### config.mk
export PLATFORM = sky130hd
export DESIGN_NAME = prom_loader_top
export DESIGN_NICKNAME = d
export VERILOG_FILES = /design/src/hw/prom_pkg.sv /design/src/hw/prog_req_if.sv /design/src/hw/dl_header.sv /design/src/hw/dl_region_map.sv /design/src/hw/eeprom_dump_bridge.sv /design/src/hw/prog_writer.sv /design/src/hw/prom_loader_top.sv
export VERILOG_INCLUDE_DIRS = /design/src /design/src/include
export SDC_FILE = /design/constraint.sdc
export NUM_CORES = 1
export LEC_CHECK = 0
export BUFFER_PORTS_ARGS = -buffer_cell sky130_fd_sc_hd__buf_2
export CORE_MARGIN = 2
export CORE_UTILIZATION = 40
export CTS_CLUSTER_DIAMETER = 200
export DETAILED_ROUTE_END_ITERATION = 10
export PLACE_DENSITY_LB_ADDON = 0.08
export SYNTH_ARGS = -nofsm -noshare
export SYNTH_HDL_FRONTEND = slang
export SYNTH_HIERARCHICAL = 1
export SYNTH_SLANG_ARGS = --single-unit
### constraint.sdc
create_clock -name clk -period 10.7 [get_ports clk]
set_input_delay 2.14 -clock clk [delete_from_list [all_inputs] [get_ports clk]]
set_output_delay 2.14 -clock clk [all_outputs]
set_load 0.01 [all_outputs]
### src/include/prom_cfg.svh
/* region offsets, header layout, clear width and EEPROM address width */
`ifndef PROM_CFG_SVH
`define PROM_CFG_SVH

// word offsets added to each translated region address
`define PROM_CPU_OFFSET   22'h000000
`define PROM_SND_OFFSET   22'h0a0000
`define PROM_PCM_OFFSET   22'h100000
`define PROM_GFX_OFFSET   22'h000000

`define PROM_HEADER_BYTES 64   // start table plus config header
`define PROM_START_BYTES  8    // four 16-bit region starts
`define PROM_CFG_BYTE     39   // decrypt enable and parity
`define PROM_JOY_BYTE     40   // joystick mode

// cpu address bit that enables decryption, 19 on the board
`define PROM_DECRYPT_BIT  12

`define PROM_CLEAR_AW     8    // 22 on hardware
`define PROM_EEPROM_AW    7

`endif

### src/hw/prom_pkg.sv
/* region enum, start table and write request structs, byte cipher constants */
`default_nettype none

package prom_pkg;

    typedef enum logic [2:0] {
        REG_CPU  = 3'd0,
        REG_SND  = 3'd1,
        REG_PCM  = 3'd2,
        REG_GFX  = 3'd3,
        REG_QSND = 3'd4   // sound-chip internal PROM
    } region_t;

    // region starts in 1 KB units, snd in the low bits
    typedef struct packed {
        logic [15:0] qsnd;
        logic [15:0] gfx;
        logic [15:0] pcm;
        logic [15:0] snd;
    } start_table_t;

    // one mask per data bit, xor of the set bits then xor with cipher_inv
    localparam logic [7:0] cipher_mask [8] = '{
        8'h04, 8'h21, 8'h01, 8'h50, 8'h40, 8'h06, 8'h08, 8'h88
    };
    localparam logic [7:0] cipher_inv = 8'h88;

    typedef struct packed {
        logic [21:0] addr;   // word address
        logic [7:0]  data;
        logic [1:0]  mask;   // active low byte mask
        logic [1:0]  ba;     // bank
        logic        prom;   // goes to the sound PROM
    } prog_req_t;

endpackage

`default_nettype wire

### src/hw/prog_req_if.sv
/* one mapped write request from the region mapper to the memory writer */
`timescale 1ns/1ps
`default_nettype none

interface prog_req_if;
    import prom_pkg::*;

    prog_req_t req;
    logic      valid;    // one pulse per payload byte
    region_t   region;

    modport source (
        output req,
        output valid,
        output region
    );

    modport sink (
        input req,
        input valid,
        input region
    );

endinterface

`default_nettype wire

### src/hw/dl_header.sv
/* download header capture: start table, decrypt settings, joystick mode
   and config write pulses */
`timescale 1ns/1ps
`default_nettype none

`include "prom_cfg.svh"

module dl_header (
    input  wire                   clk,
    input  wire                   rst_n,
    input  wire                   downloading,
    input  wire [24:0]            ioctl_addr,
    input  wire [7:0]             ioctl_data,
    input  wire                   ioctl_wr,
    input  wire                   ioctl_ram,
    output prom_pkg::start_table_t starts,
    output logic                  decrypt,
    output logic                  decrypt_parity,
    output logic [1:0]            joymode,
    output logic                  cfg_we
);

    logic [63:0] start_sr;   // bytes 0..7, shifted in low byte first
    logic        hdr_wr;
    logic        in_start;
    logic        in_header;

    assign hdr_wr    = ioctl_wr && !ioctl_ram;
    assign in_start  = ioctl_addr < 25'(`PROM_START_BYTES);
    assign in_header = !in_start && (ioctl_addr < 25'(`PROM_HEADER_BYTES));
    assign starts    = start_sr;

    // start table
    always_ff @(posedge clk) begin
        if (hdr_wr && in_start) begin
            start_sr <= {ioctl_data, start_sr[63:8]};
        end
    end

    always_ff @(posedge clk) begin
        if (!rst_n) begin
            cfg_we         <= 1'b0;
            decrypt        <= 1'b0;
            decrypt_parity <= 1'b0;
            joymode        <= 2'b00;
        end else begin
            cfg_we <= hdr_wr && in_header;   // echo of every header byte
            if (hdr_wr && in_header) begin
                if (ioctl_addr == 25'(`PROM_CFG_BYTE)) begin
                    {decrypt, decrypt_parity} <= ioctl_data[7:6];
                end
                if (ioctl_addr == 25'(`PROM_JOY_BYTE)) begin
                    joymode <= ioctl_data[1:0];
                end
            end else if (!hdr_wr && !downloading) begin
                decrypt <= 1'b0;   // end of transfer
            end
        end
    end

endmodule

`default_nettype wire

### src/hw/dl_region_map.sv
/* payload region classification, word address translation and cpu byte
   decryption */
`timescale 1ns/1ps
`default_nettype none

`include "prom_cfg.svh"

module dl_region_map (
    input  wire [24:0]            ioctl_addr,
    input  wire [7:0]             ioctl_data,
    input  wire                   ioctl_wr,
    input  wire                   ioctl_ram,
    input  prom_pkg::start_table_t starts,
    input  wire                   decrypt,
    input  wire                   decrypt_parity,
    prog_req_if.source            prog_req
);
    import prom_pkg::*;

    logic [24:0] bulk_addr;   // header removed
    logic [15:0] blk;         // 1 KB block index
    logic [15:0] base;
    logic [24:0] rel_addr;
    logic        is_payload;
    logic        do_decrypt;
    logic [7:0]  dec_data;
    region_t     region;
    prog_req_t   req_c;

    assign bulk_addr  = ioctl_addr - 25'(`PROM_HEADER_BYTES);
    assign blk        = {1'b0, bulk_addr[24:10]};
    assign is_payload = ioctl_addr >= 25'(`PROM_HEADER_BYTES);
    assign rel_addr   = bulk_addr - {base[14:0], 10'd0};

    always_comb begin
        region = REG_QSND;
        base   = starts.qsnd;
        if (blk < starts.snd) begin
            region = REG_CPU;
            base   = 16'd0;
        end else if (blk < starts.pcm) begin
            region = REG_SND;
            base   = starts.snd;
        end else if (blk < starts.gfx) begin
            region = REG_PCM;
            base   = starts.pcm;
        end else if (blk < starts.qsnd) begin
            region = REG_GFX;
            base   = starts.gfx;
        end
    end

    // cpu bytes in the upper half with the selected parity are scrambled
    assign do_decrypt = (region == REG_CPU) && decrypt
                        && bulk_addr[`PROM_DECRYPT_BIT] && (bulk_addr[0] ^ decrypt_parity);

    always_comb begin
        dec_data = cipher_inv;
        for (int i = 0; i < 8; i++) begin
            if (ioctl_data[i]) begin
                dec_data = dec_data ^ cipher_mask[i];
            end
        end
    end

    always_comb begin
        req_c.data = do_decrypt ? dec_data : ioctl_data;
        req_c.mask = ioctl_addr[0] ? 2'b01 : 2'b10;   // low active, even byte high
        req_c.prom = (region == REG_QSND);
        case (region)
            REG_CPU: begin
                req_c.addr = rel_addr[22:1] + `PROM_CPU_OFFSET;
                req_c.ba   = 2'd0;
            end
            REG_SND: begin
                req_c.addr = rel_addr[22:1] + `PROM_SND_OFFSET;
                req_c.ba   = 2'd1;
            end
            REG_PCM: begin
                req_c.addr = rel_addr[22:1] + `PROM_PCM_OFFSET;
                req_c.ba   = 2'd1;
            end
            REG_GFX: begin
                req_c.addr = rel_addr[22:1] + `PROM_GFX_OFFSET;
                req_c.ba   = 2'd2;
            end
            default: begin
                req_c.addr = {9'd0, rel_addr[12:0]};   // byte wide PROM
                req_c.ba   = 2'd1;
            end
        endcase
    end

    assign prog_req.req    = req_c;
    assign prog_req.region = region;
    assign prog_req.valid  = ioctl_wr && !ioctl_ram && is_payload;

endmodule

`default_nettype wire

### src/hw/eeprom_dump_bridge.sv
/* byte to 16-bit word packing for EEPROM writes, byte select for readback */
`timescale 1ns/1ps
`default_nettype none

`include "prom_cfg.svh"

module eeprom_dump_bridge (
    input  wire                        clk,
    input  wire                        rst_n,
    input  wire [24:0]                 ioctl_addr,
    input  wire [7:0]                  ioctl_data,
    input  wire                        ioctl_wr,
    input  wire                        ioctl_ram,
    input  wire [15:0]                 dump_dout,
    output logic [15:0]                dump_din,
    output logic [`PROM_EEPROM_AW-1:0] dump_addr,
    output logic                       dump_we,
    output logic [7:0]                 ioctl_data2sd
);

    logic ram_wr;

    assign ram_wr        = ioctl_wr && ioctl_ram;
    assign dump_addr     = ioctl_addr[`PROM_EEPROM_AW:1];
    assign ioctl_data2sd = ioctl_addr[0] ? dump_dout[15:8] : dump_dout[7:0];

    // held word, only the addressed half changes
    always_ff @(posedge clk) begin
        if (ram_wr) begin
            if (ioctl_addr[0]) begin
                dump_din[15:8] <= ioctl_data;
            end else begin
                dump_din[7:0] <= ioctl_data;
            end
        end
    end

    always_ff @(posedge clk) begin
        if (!rst_n) begin
            dump_we <= 1'b0;
        end else begin
            dump_we <= ram_wr;   // one pulse per byte
        end
    end

endmodule

`default_nettype wire

### src/hw/prog_writer.sv
/* program memory write register with ready hold, post-download zero-fill
   sweep and busy flag */
`timescale 1ns/1ps
`default_nettype none

`include "prom_cfg.svh"

module prog_writer (
    input  wire         clk,
    input  wire         rst_n,
    input  wire         downloading,
    input  wire         prog_rdy,
    prog_req_if.sink    prog_req,
    output logic [21:0] prog_addr,
    output logic [15:0] prog_data,
    output logic [1:0]  prog_mask,
    output logic [1:0]  prog_ba,
    output logic        prog_we,
    output logic        prom_we,
    output logic        dwnld_busy
);
    import prom_pkg::*;

    logic       clearing;      // zero-fill sweep running
    logic       seen;          // program memory written since last sweep
    logic [7:0] data_r;
    logic       start_clear;
    logic       clear_ack;
    logic       clear_last;

    assign start_clear = !downloading && !clearing && seen;
    assign clear_ack   = clearing && prog_we && prog_rdy;
    assign clear_last  = &prog_addr[`PROM_CLEAR_AW-1:0];
    assign prog_data   = {2{data_r}};   // same byte on both halves

    // address and data path
    always_ff @(posedge clk) begin
        if (prog_req.valid) begin
            prog_addr <= prog_req.req.addr;
            data_r    <= prog_req.req.data;
            prog_mask <= prog_req.req.mask;
            prog_ba   <= prog_req.req.ba;
        end else if (start_clear) begin
            prog_addr <= 22'd0;
            data_r    <= 8'h00;
            prog_mask <= 2'b00;   // both bytes
            prog_ba   <= 2'd0;
        end else if (clear_ack && !clear_last) begin
            prog_addr <= prog_addr + 22'd1;
        end
    end

    always_ff @(posedge clk) begin
        if (!rst_n) begin
            prog_we    <= 1'b0;
            prom_we    <= 1'b0;
            dwnld_busy <= 1'b0;
            clearing   <= 1'b0;
            seen       <= 1'b0;
        end else if (prog_req.valid) begin
            prog_we    <= !prog_req.req.prom;
            prom_we    <= prog_req.req.prom;
            dwnld_busy <= 1'b1;
            clearing   <= 1'b0;   // new data aborts a sweep
            if (prog_req.region != REG_QSND) begin
                seen <= 1'b1;
            end
        end else if (clearing) begin
            if (clear_ack) begin
                prog_we <= 1'b0;
                if (clear_last) begin
                    clearing   <= 1'b0;
                    dwnld_busy <= 1'b0;
                end
            end else if (!prog_we && !prog_rdy) begin
                prog_we <= 1'b1;   // next word
            end
        end else begin
            if (!downloading || prog_rdy) begin
                prog_we <= 1'b0;
            end
            if (!downloading) begin
                prom_we <= 1'b0;
                if (seen) begin
                    clearing <= 1'b1;
                    prog_we  <= 1'b1;
                    seen     <= 1'b0;
                end else begin
                    dwnld_busy <= 1'b0;
                end
            end
        end
    end

endmodule

`default_nettype wire

### src/hw/prom_loader_top.sv
/* ROM download router top level: header capture, region mapping, memory
   writer and EEPROM bridge */
`timescale 1ns/1ps
`default_nettype none

`include "prom_cfg.svh"

module prom_loader_top (
    input  wire                        clk,
    input  wire                        rst_n,
    input  wire                        downloading,
    input  wire [24:0]                 ioctl_addr,
    input  wire [7:0]                  ioctl_data,
    input  wire                        ioctl_wr,
    input  wire                        ioctl_ram,
    output wire [7:0]                  ioctl_data2sd,
    output wire [21:0]                 prog_addr,
    output wire [15:0]                 prog_data,
    output wire [1:0]                  prog_mask,
    output wire [1:0]                  prog_ba,
    output wire                        prog_we,
    output wire                        prom_we,
    input  wire                        prog_rdy,
    output wire                        cfg_we,
    output wire                        dwnld_busy,
    output wire [1:0]                  joymode,
    output wire [15:0]                 dump_din,
    output wire [`PROM_EEPROM_AW-1:0]  dump_addr,
    output wire                        dump_we,
    input  wire [15:0]                 dump_dout
);
    import prom_pkg::*;

    start_table_t starts;
    logic         decrypt;
    logic         decrypt_parity;

    prog_req_if prog_req ();

    dl_header u_header (
        .clk            (clk),
        .rst_n          (rst_n),
        .downloading    (downloading),
        .ioctl_addr     (ioctl_addr),
        .ioctl_data     (ioctl_data),
        .ioctl_wr       (ioctl_wr),
        .ioctl_ram      (ioctl_ram),
        .starts         (starts),
        .decrypt        (decrypt),
        .decrypt_parity (decrypt_parity),
        .joymode        (joymode),
        .cfg_we         (cfg_we)
    );

    dl_region_map u_map (
        .ioctl_addr     (ioctl_addr),
        .ioctl_data     (ioctl_data),
        .ioctl_wr       (ioctl_wr),
        .ioctl_ram      (ioctl_ram),
        .starts         (starts),
        .decrypt        (decrypt),
        .decrypt_parity (decrypt_parity),
        .prog_req       (prog_req.source)
    );

    prog_writer u_writer (
        .clk         (clk),
        .rst_n       (rst_n),
        .downloading (downloading),
        .prog_rdy    (prog_rdy),
        .prog_req    (prog_req.sink),
        .prog_addr   (prog_addr),
        .prog_data   (prog_data),
        .prog_mask   (prog_mask),
        .prog_ba     (prog_ba),
        .prog_we     (prog_we),
        .prom_we     (prom_we),
        .dwnld_busy  (dwnld_busy)
    );

    eeprom_dump_bridge u_eeprom (
        .clk           (clk),
        .rst_n         (rst_n),
        .ioctl_addr    (ioctl_addr),
        .ioctl_data    (ioctl_data),
        .ioctl_wr      (ioctl_wr),
        .ioctl_ram     (ioctl_ram),
        .dump_dout     (dump_dout),
        .dump_din      (dump_din),
        .dump_addr     (dump_addr),
        .dump_we       (dump_we),
        .ioctl_data2sd (ioctl_data2sd)
    );

endmodule

`default_nettype wire

## Word-level counts from Yosys, hierarchy flattened

Index checks and enable logic that the tools add are counted.

- Bits in latches: 0
- Memories: 0
- Bits of input ports: 55
- ROM bits: 0
- Flip-flop bits (word level): 125
- Bits in writable memories: 0

- Divide/modulo/power cells: 0
- Eq/ne operators: 16
- Magnitude comparators: 7
- Multiplexer cells: 55
- Bitwise gates (word level): 10
- Multipliers: 0
- Add/sub/neg operators: 5
- Reductions and logical operators: 41
- Shift operators: 0

Operators with widths:

| operator | number |
|---|---|
| two-way mux 22 bit | 3 |
| case mux 22 bit (3 select lines) | 1 |
| less-than comparator 15 x 16 -> 1 bit | 4 |
| two-way mux 13 bit | 4 |
| == test 25 x 6 -> 1 bit, second input constant | 2 |
| two-way mux 8 bit | 5 |
| two-way mux 1 bit | 27 |
| greater-or-equal comparator 25 x 7 -> 1 bit, second input constant | 1 |
| less-than comparator 25 x 4 -> 1 bit, second input constant | 1 |
| less-than comparator 25 x 7 -> 1 bit, second input constant | 1 |
| subtractor 25 x 7 -> 25 bit, second input constant | 1 |
| subtractor 23 bit | 1 |
| adder 22 x 1 -> 22 bit, second input constant | 1 |
| adder 22 x 20 -> 22 bit, second input constant | 1 |
| adder 22 x 21 -> 22 bit, second input constant | 1 |
| two-way mux 3 bit | 6 |
| logical AND 1 bit | 16 |
| two-way mux 7 bit | 2 |
| AND reduction 2 bit | 6 |
| logical NOT 1 bit | 9 |
| != test 3 bit, second input constant | 3 |
| two-way mux 2 bit | 4 |
| AND reduction 8 bit | 1 |
| == test 3 x 2 -> 1 bit, second input constant | 2 |
| other kinds (21) | 31 |

## Logic depth before layout (Yosys ltp)

Gate-level depths: netlist of the first run.

- Word-level depth: 15
- Gate-level depth with buffers: 30
- Mapped depth without buffers: 30

## By module

The synthesis of the first run kept the hierarchy.

By module, submodules not included:

| module | cells each | area an instance (µm²) | instances | seq. area each (µm²) |
|---|---|---|---|---|
| dl_region_map | 487 | 3359.5 | 1 | 0.0 |
| dl_header | 102 | 2214.6 | 1 | 2021.9 |
| prog_writer | 202 | 2138.3 | 1 | 1121.1 |
| eeprom_dump_bridge | 36 | 708.2 | 1 | 500.5 |

## Worst setup path after synthesis of the first run

No wires, ideal clock.

- Path kind: input-to-reg
- Start point: in ioctl_addr[7]
- End point: reg u_writer.prog_addr[19] (data pin)
- Arrival: 7.918 ns
- Library setup time: 0.262 ns
- Required time: 10.438 ns
- Cell stages on the path: 28
- Path slack: 2.520 ns
- Buffers on the path: 1
- Cell sequence: nor3_1 nand2_1 or2_2 nand2b_1 or2_2 nor4_1 xor2_1 ha_1 nand4_1 or4_1 a2111oi_2 nor2_1 nand2_1 clkbuf_1 a211oi_1 o21ai_0 ha_1 nor2b_1 o31ai_1 a211oi_1 nor4_1 xnor2_1 ha_1 nor3_1 a21o_1 a22o_1 a22oi_1 nand3_1

RTL lines:

| what | RTL line | source |
|---|---|---|
| start, declared | prom_loader_top.sv:12 | `input wire [24:0] ioctl_addr,` |
| end signal, assigned | prog_writer.sv:39 | `prog_addr <= prog_req.req.addr;` |
| end signal, assigned | prog_writer.sv:49 | `prog_addr <= prog_addr + 22'd1;` |
| end, declared | prog_writer.sv:14 | `output logic [21:0] prog_addr,` |

==> key figures, run 1 <==
Outcome
  – Status: complete, no violations

Clock network
  – Post-CTS Resized: 0
  – Clock sinks: between 100 and 150
  – CTS buffer count: 17
  – Setup Buffers After CTS: 0
  – CTS tree: yes
  – Clock Tree Buf Depth: 2
  – Root Driver: clkbuf_16
  – Hold_buf cts: 0
  – CTS clock-pin slew for the worst setup and hold paths: around 60 ps
  – Clk Latency, worst-skew pair: 420 ps
  – H-tree lvl count: 4

Global route
  – GR Overflow Total: 0
  – Largest net degree at the start of global routing: between 60 and 70
  – Gr usage total: 21.4%
  – Vias in the first global route: between 6000 and 7000
  – Initial antenna violation count: 4
  – First-pass GRT wire length: approximately 36000 um

Place
  – Dpl hpwl: around 18000 um
  – I/O Buffers: between 100 and 150
  – GP Congestion: slightly below 0.9
  – Placed cell area: 9290 um^2

Synthesis
  – FF+latch count, synth: 125
  – Synthesized area: roughly 8400 um^2
  – Netlist cell types: 76
  – Register area share after synthesis: around 43%
  – Ys Warns: 6
  – Top_reg_cell synth: edfxtp_1
  – Mean post-synth cell area: approximately 10 um^2
  – Post-synth EDFFs: between 100 and 150
  – FFs w/ async S/R, synth: 0%
  – Mapped Nets: roughly 960
  – Synth Instances: between 800 and 900

Power and ir drop
  – Pwr dens: ~140 nW/um^2
  – P_leak: approximately 4.2 nW
  – Sw frac: 26.5%
  – Peak supply drop: about 100 uV
  – Net switching power: roughly 0.00036 W
  – Combinational power share: 13.5%
  – Internal power: approximately 0.001 W
  – Power share of the clock group: 45.5%
  – Sequential group share of total power: between 40 and 50%

Setup path
  – Kind of critical path: input pin to flop
  – Worst setup path startpoint: ioctl_addr[7]
  – Crit. End Element: flop
  – RR Startpoint: u_header/starts[53]
  – Crit path top cell by count: ha_1
  – Startpoint types: input pin
  – Crit path max fanout: 17
  – Critical Path RT: ~11000 ps
  – CP arrival: ~9200 ps
  – CP max-delay cell: xor2_1
  – Crit-path max cell delay: 620 ps

Floorplanning
  – Die ar.: approximately 22000 um^2
  – Std-Cell Rows: 53
  – Starting Density: roughly 40%
  – Io pins: 135
  – Die Span X: 149 um
  – Core ar.: around 21000 um^2
  – Die H: 149 um

Route
  – Via count: approximately 6700
  – Total Routed Length: about 23000 um
  – Antenna Violating Nets Remaining: 0
  – Remaining DRCs: 0
  – Initial DRC Count: 355
  – Post-DR vias/cell: approximately 5.4
  – Wire per inst: about 18 um
  – DR pass1 iterations: 5

Finish
  – Post-route cell area: about 10000 um^2
  – Most common cell after layout, fill and taps aside: buf_2
  – Most frequent cells in the layout: 134 x buf_2, 114 x edfxtp_1, 72 x ha_1
  – Final core utilization: between 40% and 50%
  – Area growth syn-to-layout: 17.9%
  – Nets: between 1000 and 1500
  – Share of layout cells above drive strength 1: a little under a quarter

STA
  – Period Utilization, post-route: between 80% and 90%
  – Relative max-transition margin: around a third
  – Setup TNS: 0 ps
  – Count of final setup violators: 0
  – Max Slew Vio Count: 0
  – RSZ-0062 raised after global routing: false
  – Fmax: around 110 MHz
  – Final hold viol count: 0
  – Worst clock skew: approximately 9 ps
  – Worst-margin pin slew: 978 ps
  – Final min period: between 9000 and 10000 ps

Flow run
  – Number of max-cap violations: 0

Worst hold path
  – Hold WC Path Type: flop to flop
  – Hold_sp: u_header/starts[45]
registers in the layout, summed over array words and instances, names as in the netlist, 2 cells and up:
signal              flops
u_writer/prog_mask      2
u_eeprom/dump_din      16
u_writer/data_r         8
u_header/starts        64
u_header/joymode        2
u_writer/prog_ba        2
u_writer/prog_addr     22
synth_stat cells (3+ instances only):
master / count / area share (%)
dfxtp_1: 11 / 2.6
mux2_4: 9 / 1.6
o21ai_1: 5 / 0.30
nand3_1: 28 / 1.7
a21o_1: 8 / 0.71
nand2b_1: 7 / 0.52
and4_1: 5 / 0.52
o21a_1: 6 / 0.53
or2_2: 7 / 0.52
nand4_1: 14 / 1.0
o31ai_1: 6 / 0.53
nor2b_1: 5 / 0.37
and3_1: 9 / 0.67
xnor2_1: 18 / 1.9
clkbuf_1: 9 / 0.40
a22o_1: 3 / 0.31
ha_1: 72 / 11
a211oi_1: 15 / 1.3
nor3b_1: 5 / 0.45
buf_2: 4 / 0.24
nor2_1: 67 / 3.0
buf_4: 18 / 1.6
mux2i_1: 20 / 2.4
and2_1: 19 / 1.4
nor4_1: 11 / 0.82
buf_6: 5 / 0.67
mux2_2: 7 / 0.94
xor2_1: 23 / 2.4
nand2_1: 65 / 2.9
inv_1: 67 / 3.0
a21oi_1: 29 / 1.7
nor3_1: 18 / 1.1
or4_1: 10 / 0.89
o21ai_0: 50 / 3.0
edfxtp_1: 114 / 41
o211ai_1: 8 / 0.71
a21oi_2: 3 / 0.31
routing by layer:
| metal | up-vias | part of all wire (%) | GRT usage, % | wire length, um |
|---|---|---|---|---|
| li1 | 3268 | - | - | - |
| met1 | 3209 | 46 | 28.7 | 10500 |
| met2 | 181 | 48 | 35.6 | 11000 |
| met3 | 23 | 5.4 | 4.71 | 1240 |
| met4 | 2 | 1.0 | 4.62 | 236 |
| met5 | - | 0.048 | 0 | 11 |
path summary, 6_finish.rpt:
check                                               to  slack [ps]  cells after the start
worst min register to register     u_header/starts[37]         450                      0
worst max register to register  u_writer/prog_addr[19]        4990                     22
worst max-delay path            u_writer/prog_addr[19]        1700                     29
worst min-delay path               u_header/starts[37]         450                      0
stage by stage:
step	std cells	setup slack, ps	power (W)	hold slack [ps]
final	1247	1700	0.00136	446
after global routing	1246	1110	0.00142	460
after CTS	1244	1710	0.00138	446
after detailed placement	1212	1280	0.000753	432
after global placement	1212	1430	0.000753	433
after floorplan	827	2520	0.000686	426
layout make-up:
cell class                      instances  area (um^2)
Multi-Input combinational cell        595         4270
Fill cell                            1999        10900
Inverter                               69          259
Clock buffer                           18          429
Sequential cell                       125         3640
Tap cell                              275          344
Antenna cell                            3         7.51
Clock inverter                         14          198
Timing Repair Buffer                  148          776
power by group through the flow:
stage	registers (W)	logic [W]	clock network, W
6_report	0.000560	0.000183	0.000620
5_1_grt	0.000562	0.000204	0.000654
4_1_cts	0.000560	0.000184	0.000634
3_5_place_dp	0.000570	0.000183	0
3_3_place_gp	0.000570	0.000183	0
2_1_floorplan	0.000574	0.000113	0
critical path, delay by kind of cell:
family                     cells  cell delay [ps]
AOI/OAI and AO/OA              8             1850
adders and majority gates      3              800
xor gates and xnor gates       2              830
and+or+nand+nor               15             3430
buffers and inverters          1              120
kinds of logic after synthesis:
family,share of synthesized area (%)
xor+xnor,4.53
simple gates,18.4
compound gates,11.8
mux,4.92
buf+inv,6.21
flops,43.3
fa+ha+maj,10.9
Note: power is estimated with default switching activity, not from simulation.
==> inputs of run 2 (changes only) <==
Clock period 10.7 ns to 8.1 ns, I/O delays scaled along.
==> run 2 against run 1 <==
Cell count grew 1.8%. Highest routed layer is now met4. Count of clock-buffer cells in the layout unchanged. First-iteration DRC count unchanged. Non-clock buffer count rose by 24. Routed wire length increased by 0.92%.
==> key figures, run 2 (synthesis gave the netlist of run 1 again) <==
Clock network
  – H-tree lvl count: 4 (unchanged)
  – Clock sinks: 125 (unchanged)
  – Clk Latency, worst-skew pair: 420 ps (about the same)
  – Clock Tree Buf Depth: 2 (unchanged)
  – CTS tree: yes (unchanged)
  – CTS buffer count: 17 (unchanged)
  – Hold_buf cts: 0 (unchanged)
  – Root Driver: clkbuf_16 (unchanged)
  – CTS clock-pin slew for the worst setup and hold paths: 60 ps (about the same)

Setup path
  – Critical Path RT: 8270 ps (was 10870 ps)
  – R2R depth: 23 (was 22)
  – Crit path max fanout: 14 (was 17)
  – Kind of critical path: input pin to flop (unchanged)
  – R2R Path End: u_writer/prog_addr[21] (was u_writer/prog_addr[19])
  – Worst setup path startpoint: ioctl_addr[6] (was ioctl_addr[7])
  – Crit path to: u_writer/prog_addr[19] (unchanged)
  – Reg2Reg Setup Slack: 2920 ps (was 4990 ps)
  – Crit path top cell by count: ha_1 (unchanged)
  – Startpoint types: input pin (unchanged)
  – Crit-path max cell delay: 510 ps (was 620 ps)
  – RR Startpoint: u_header/starts[44] (was u_header/starts[53])
  – Crit. End Element: flop (unchanged)
  – CP arrival: 7770 ps (was 9170 ps)
  – CP max-delay cell: or4b_4 (was xor2_1)

Global route
  – Initial antenna violation count: 2 (was 4)
  – Largest net degree at the start of global routing: 65 (unchanged)
  – GR Overflow Total: 0 (unchanged)
  – Vias in the first global route: 6508 (was 6553)
  – Gr usage total: 21.4% (about the same)
  – First-pass GRT wire length: 35900 um (was 36100 um)

Route
  – Wire per inst: 18.3 um (was 18.5 um)
  – Via count: 6679 (was 6683)
  – Remaining DRCs: 0 (unchanged)
  – Total Routed Length: 23200 um (was 23000 um)
  – Antenna Violating Nets Remaining: 0 (unchanged)
  – DR pass1 iterations: 5 (unchanged)
  – Post-DR vias/cell: 5.26 (was 5.36)
  – Initial DRC Count: 355 (unchanged)

STA
  – Max Slew Vio Count: 0 (unchanged)
  – Worst Hold Slack: 448 ps (was 446 ps)
  – Relative max-transition margin: 41.4% (was 34.8%)
  – Worst-margin pin slew: 879 ps (was 978 ps)
  – Final min period: 7600 ps
  – Fmax: about 130 MHz
  – Final hold viol count: 0 (unchanged)
  – Period Utilization, post-route: 93.8%
  – RSZ-0062 raised after global routing: false (unchanged)
  – Count of final setup violators: 0 (unchanged)
  – Worst clock skew: 9.90 ps (was 9.24 ps)
  – PnR worst setup slack: 499 ps (was 1700 ps)

Finish
  – Most common cell after layout, fill and taps aside: buf_2 (unchanged)
  – Area growth syn-to-layout: 20.3% (was 17.9%)
  – Most frequent cells in the layout: 134 x buf_2, 114 x edfxtp_1, 72 x ha_1 (unchanged)
  – Fin cells: 1269 (was 1247)
  – Nets: 1108 (was 1084)
  – Max FFs per register: 64 (unchanged)
  – Share of layout cells above drive strength 1: 25.6% (was 23.3%)
  – Number of fill cells in the layout: 1988 (was 1999)
  – Final core utilization: 48.6% (was 47.7%)

Floorplanning
  – Die H: 149 um (unchanged)
  – Core ar.: 20800 um^2 (unchanged)
  – Io pins: 135 (unchanged)
  – Std-Cell Rows: 53 (unchanged)
  – Die ar.: 22200 um^2 (unchanged)
  – Die Span X: 149 um (unchanged)
  – Starting Density: 40.4% (unchanged)

Place
  – Pre-CTS setup slack: -9.30 ps (was 1280 ps)
  – Placed cells: 1236 (was 1212)
  – GP Congestion: 0.881 (was 0.867)
  – Dpl hpwl: 17900 um (was 17600 um)
  – I/O Buffers: 134 (unchanged)

Power and ir drop
  – Peak supply drop: 135 uV (was 103 uV)
  – P_leak: 4.34 nW (was 4.22 nW)
  – Total power after layout: 0.00179 W (was 0.00136 W)
  – Pwr dens: 177 nW/um^2 (was 137 nW/um^2)

Outcome
  – Status: complete, no violations (unchanged)

Flow run
  – Number of max-cap violations: 0 (unchanged)

Worst hold path
  – Hold Path Cell Cnt: 0 (unchanged)
  – Hold_sp: u_header/starts[45] (unchanged)
  – Hold WC Path Type: flop to flop (unchanged)
-- run 2: metrics by stage --
stage | setup TNS [ps] | area, um^2
floorplan | 0 | 8420
detailed placement | -10.3 | 9500
global route | 0 | 10100
finish | 0 | 10100
CTS | 0 | 10100
global placement | 0 | 9500
-- run 2: timing repair --
action	CTS	global route
resized for setup	0	3
buffers inserted	0	0
setup endpoints to repair	0	3
-- run 2: worst min path at each step --
stage               slack (ps)                  end
floorplan                  430   u_header/starts[0]
global placement           430   u_header/starts[5]
detailed placement         440  u_header/starts[21]
CTS                        450  u_header/starts[37]
global route               460  u_header/starts[25]
finish                     450  u_header/starts[37]
-- run 2: power by group --
group          total (W)  switching, W  internal [W]
sequential      0.000739     0.0000165      0.000723
clock           0.000794      0.000321      0.000473
combinational   0.000257      0.000146      0.000111
total            0.00179      0.000484       0.00131
-- run 2: area by class of cell --
type / instances / area [um^2] / share of cell area, %
Sequential cell: 125 / 3640 / 36.0
Antenna cell: 1 / 2.50 / 0.0247
Inverter: 69 / 259 / 2.56
Tap cell: 275 / 344 / 3.40
Timing Repair Buffer: 172 / 981 / 9.69
Multi-Input combinational cell: 595 / 4290 / 42.3
Clock buffer: 18 / 439 / 4.34
Clock inverter: 14 / 169 / 1.67
-- run 2: worst max-delay path: cells and delay by family --
| kind | cells | cell delay [ps] |
|---|---|---|
| compound gates | 12 | 2090 |
| xor+xnor | 2 | 470 |
| fa+ha+maj | 4 | 1160 |
| buf+inv | 4 | 560 |
| simple gates | 10 | 1620 |
| mux | 1 | 240 |
-- run 2: routing by layer --
metal	vias up	part of all wire, %	track usage [%]
met3	25	5.3	5.29
met2	161	47	35.3
met1	3176	46	28.3
met4	0	1.4	5.00
met5	-	0	0
li1	3317	-	-
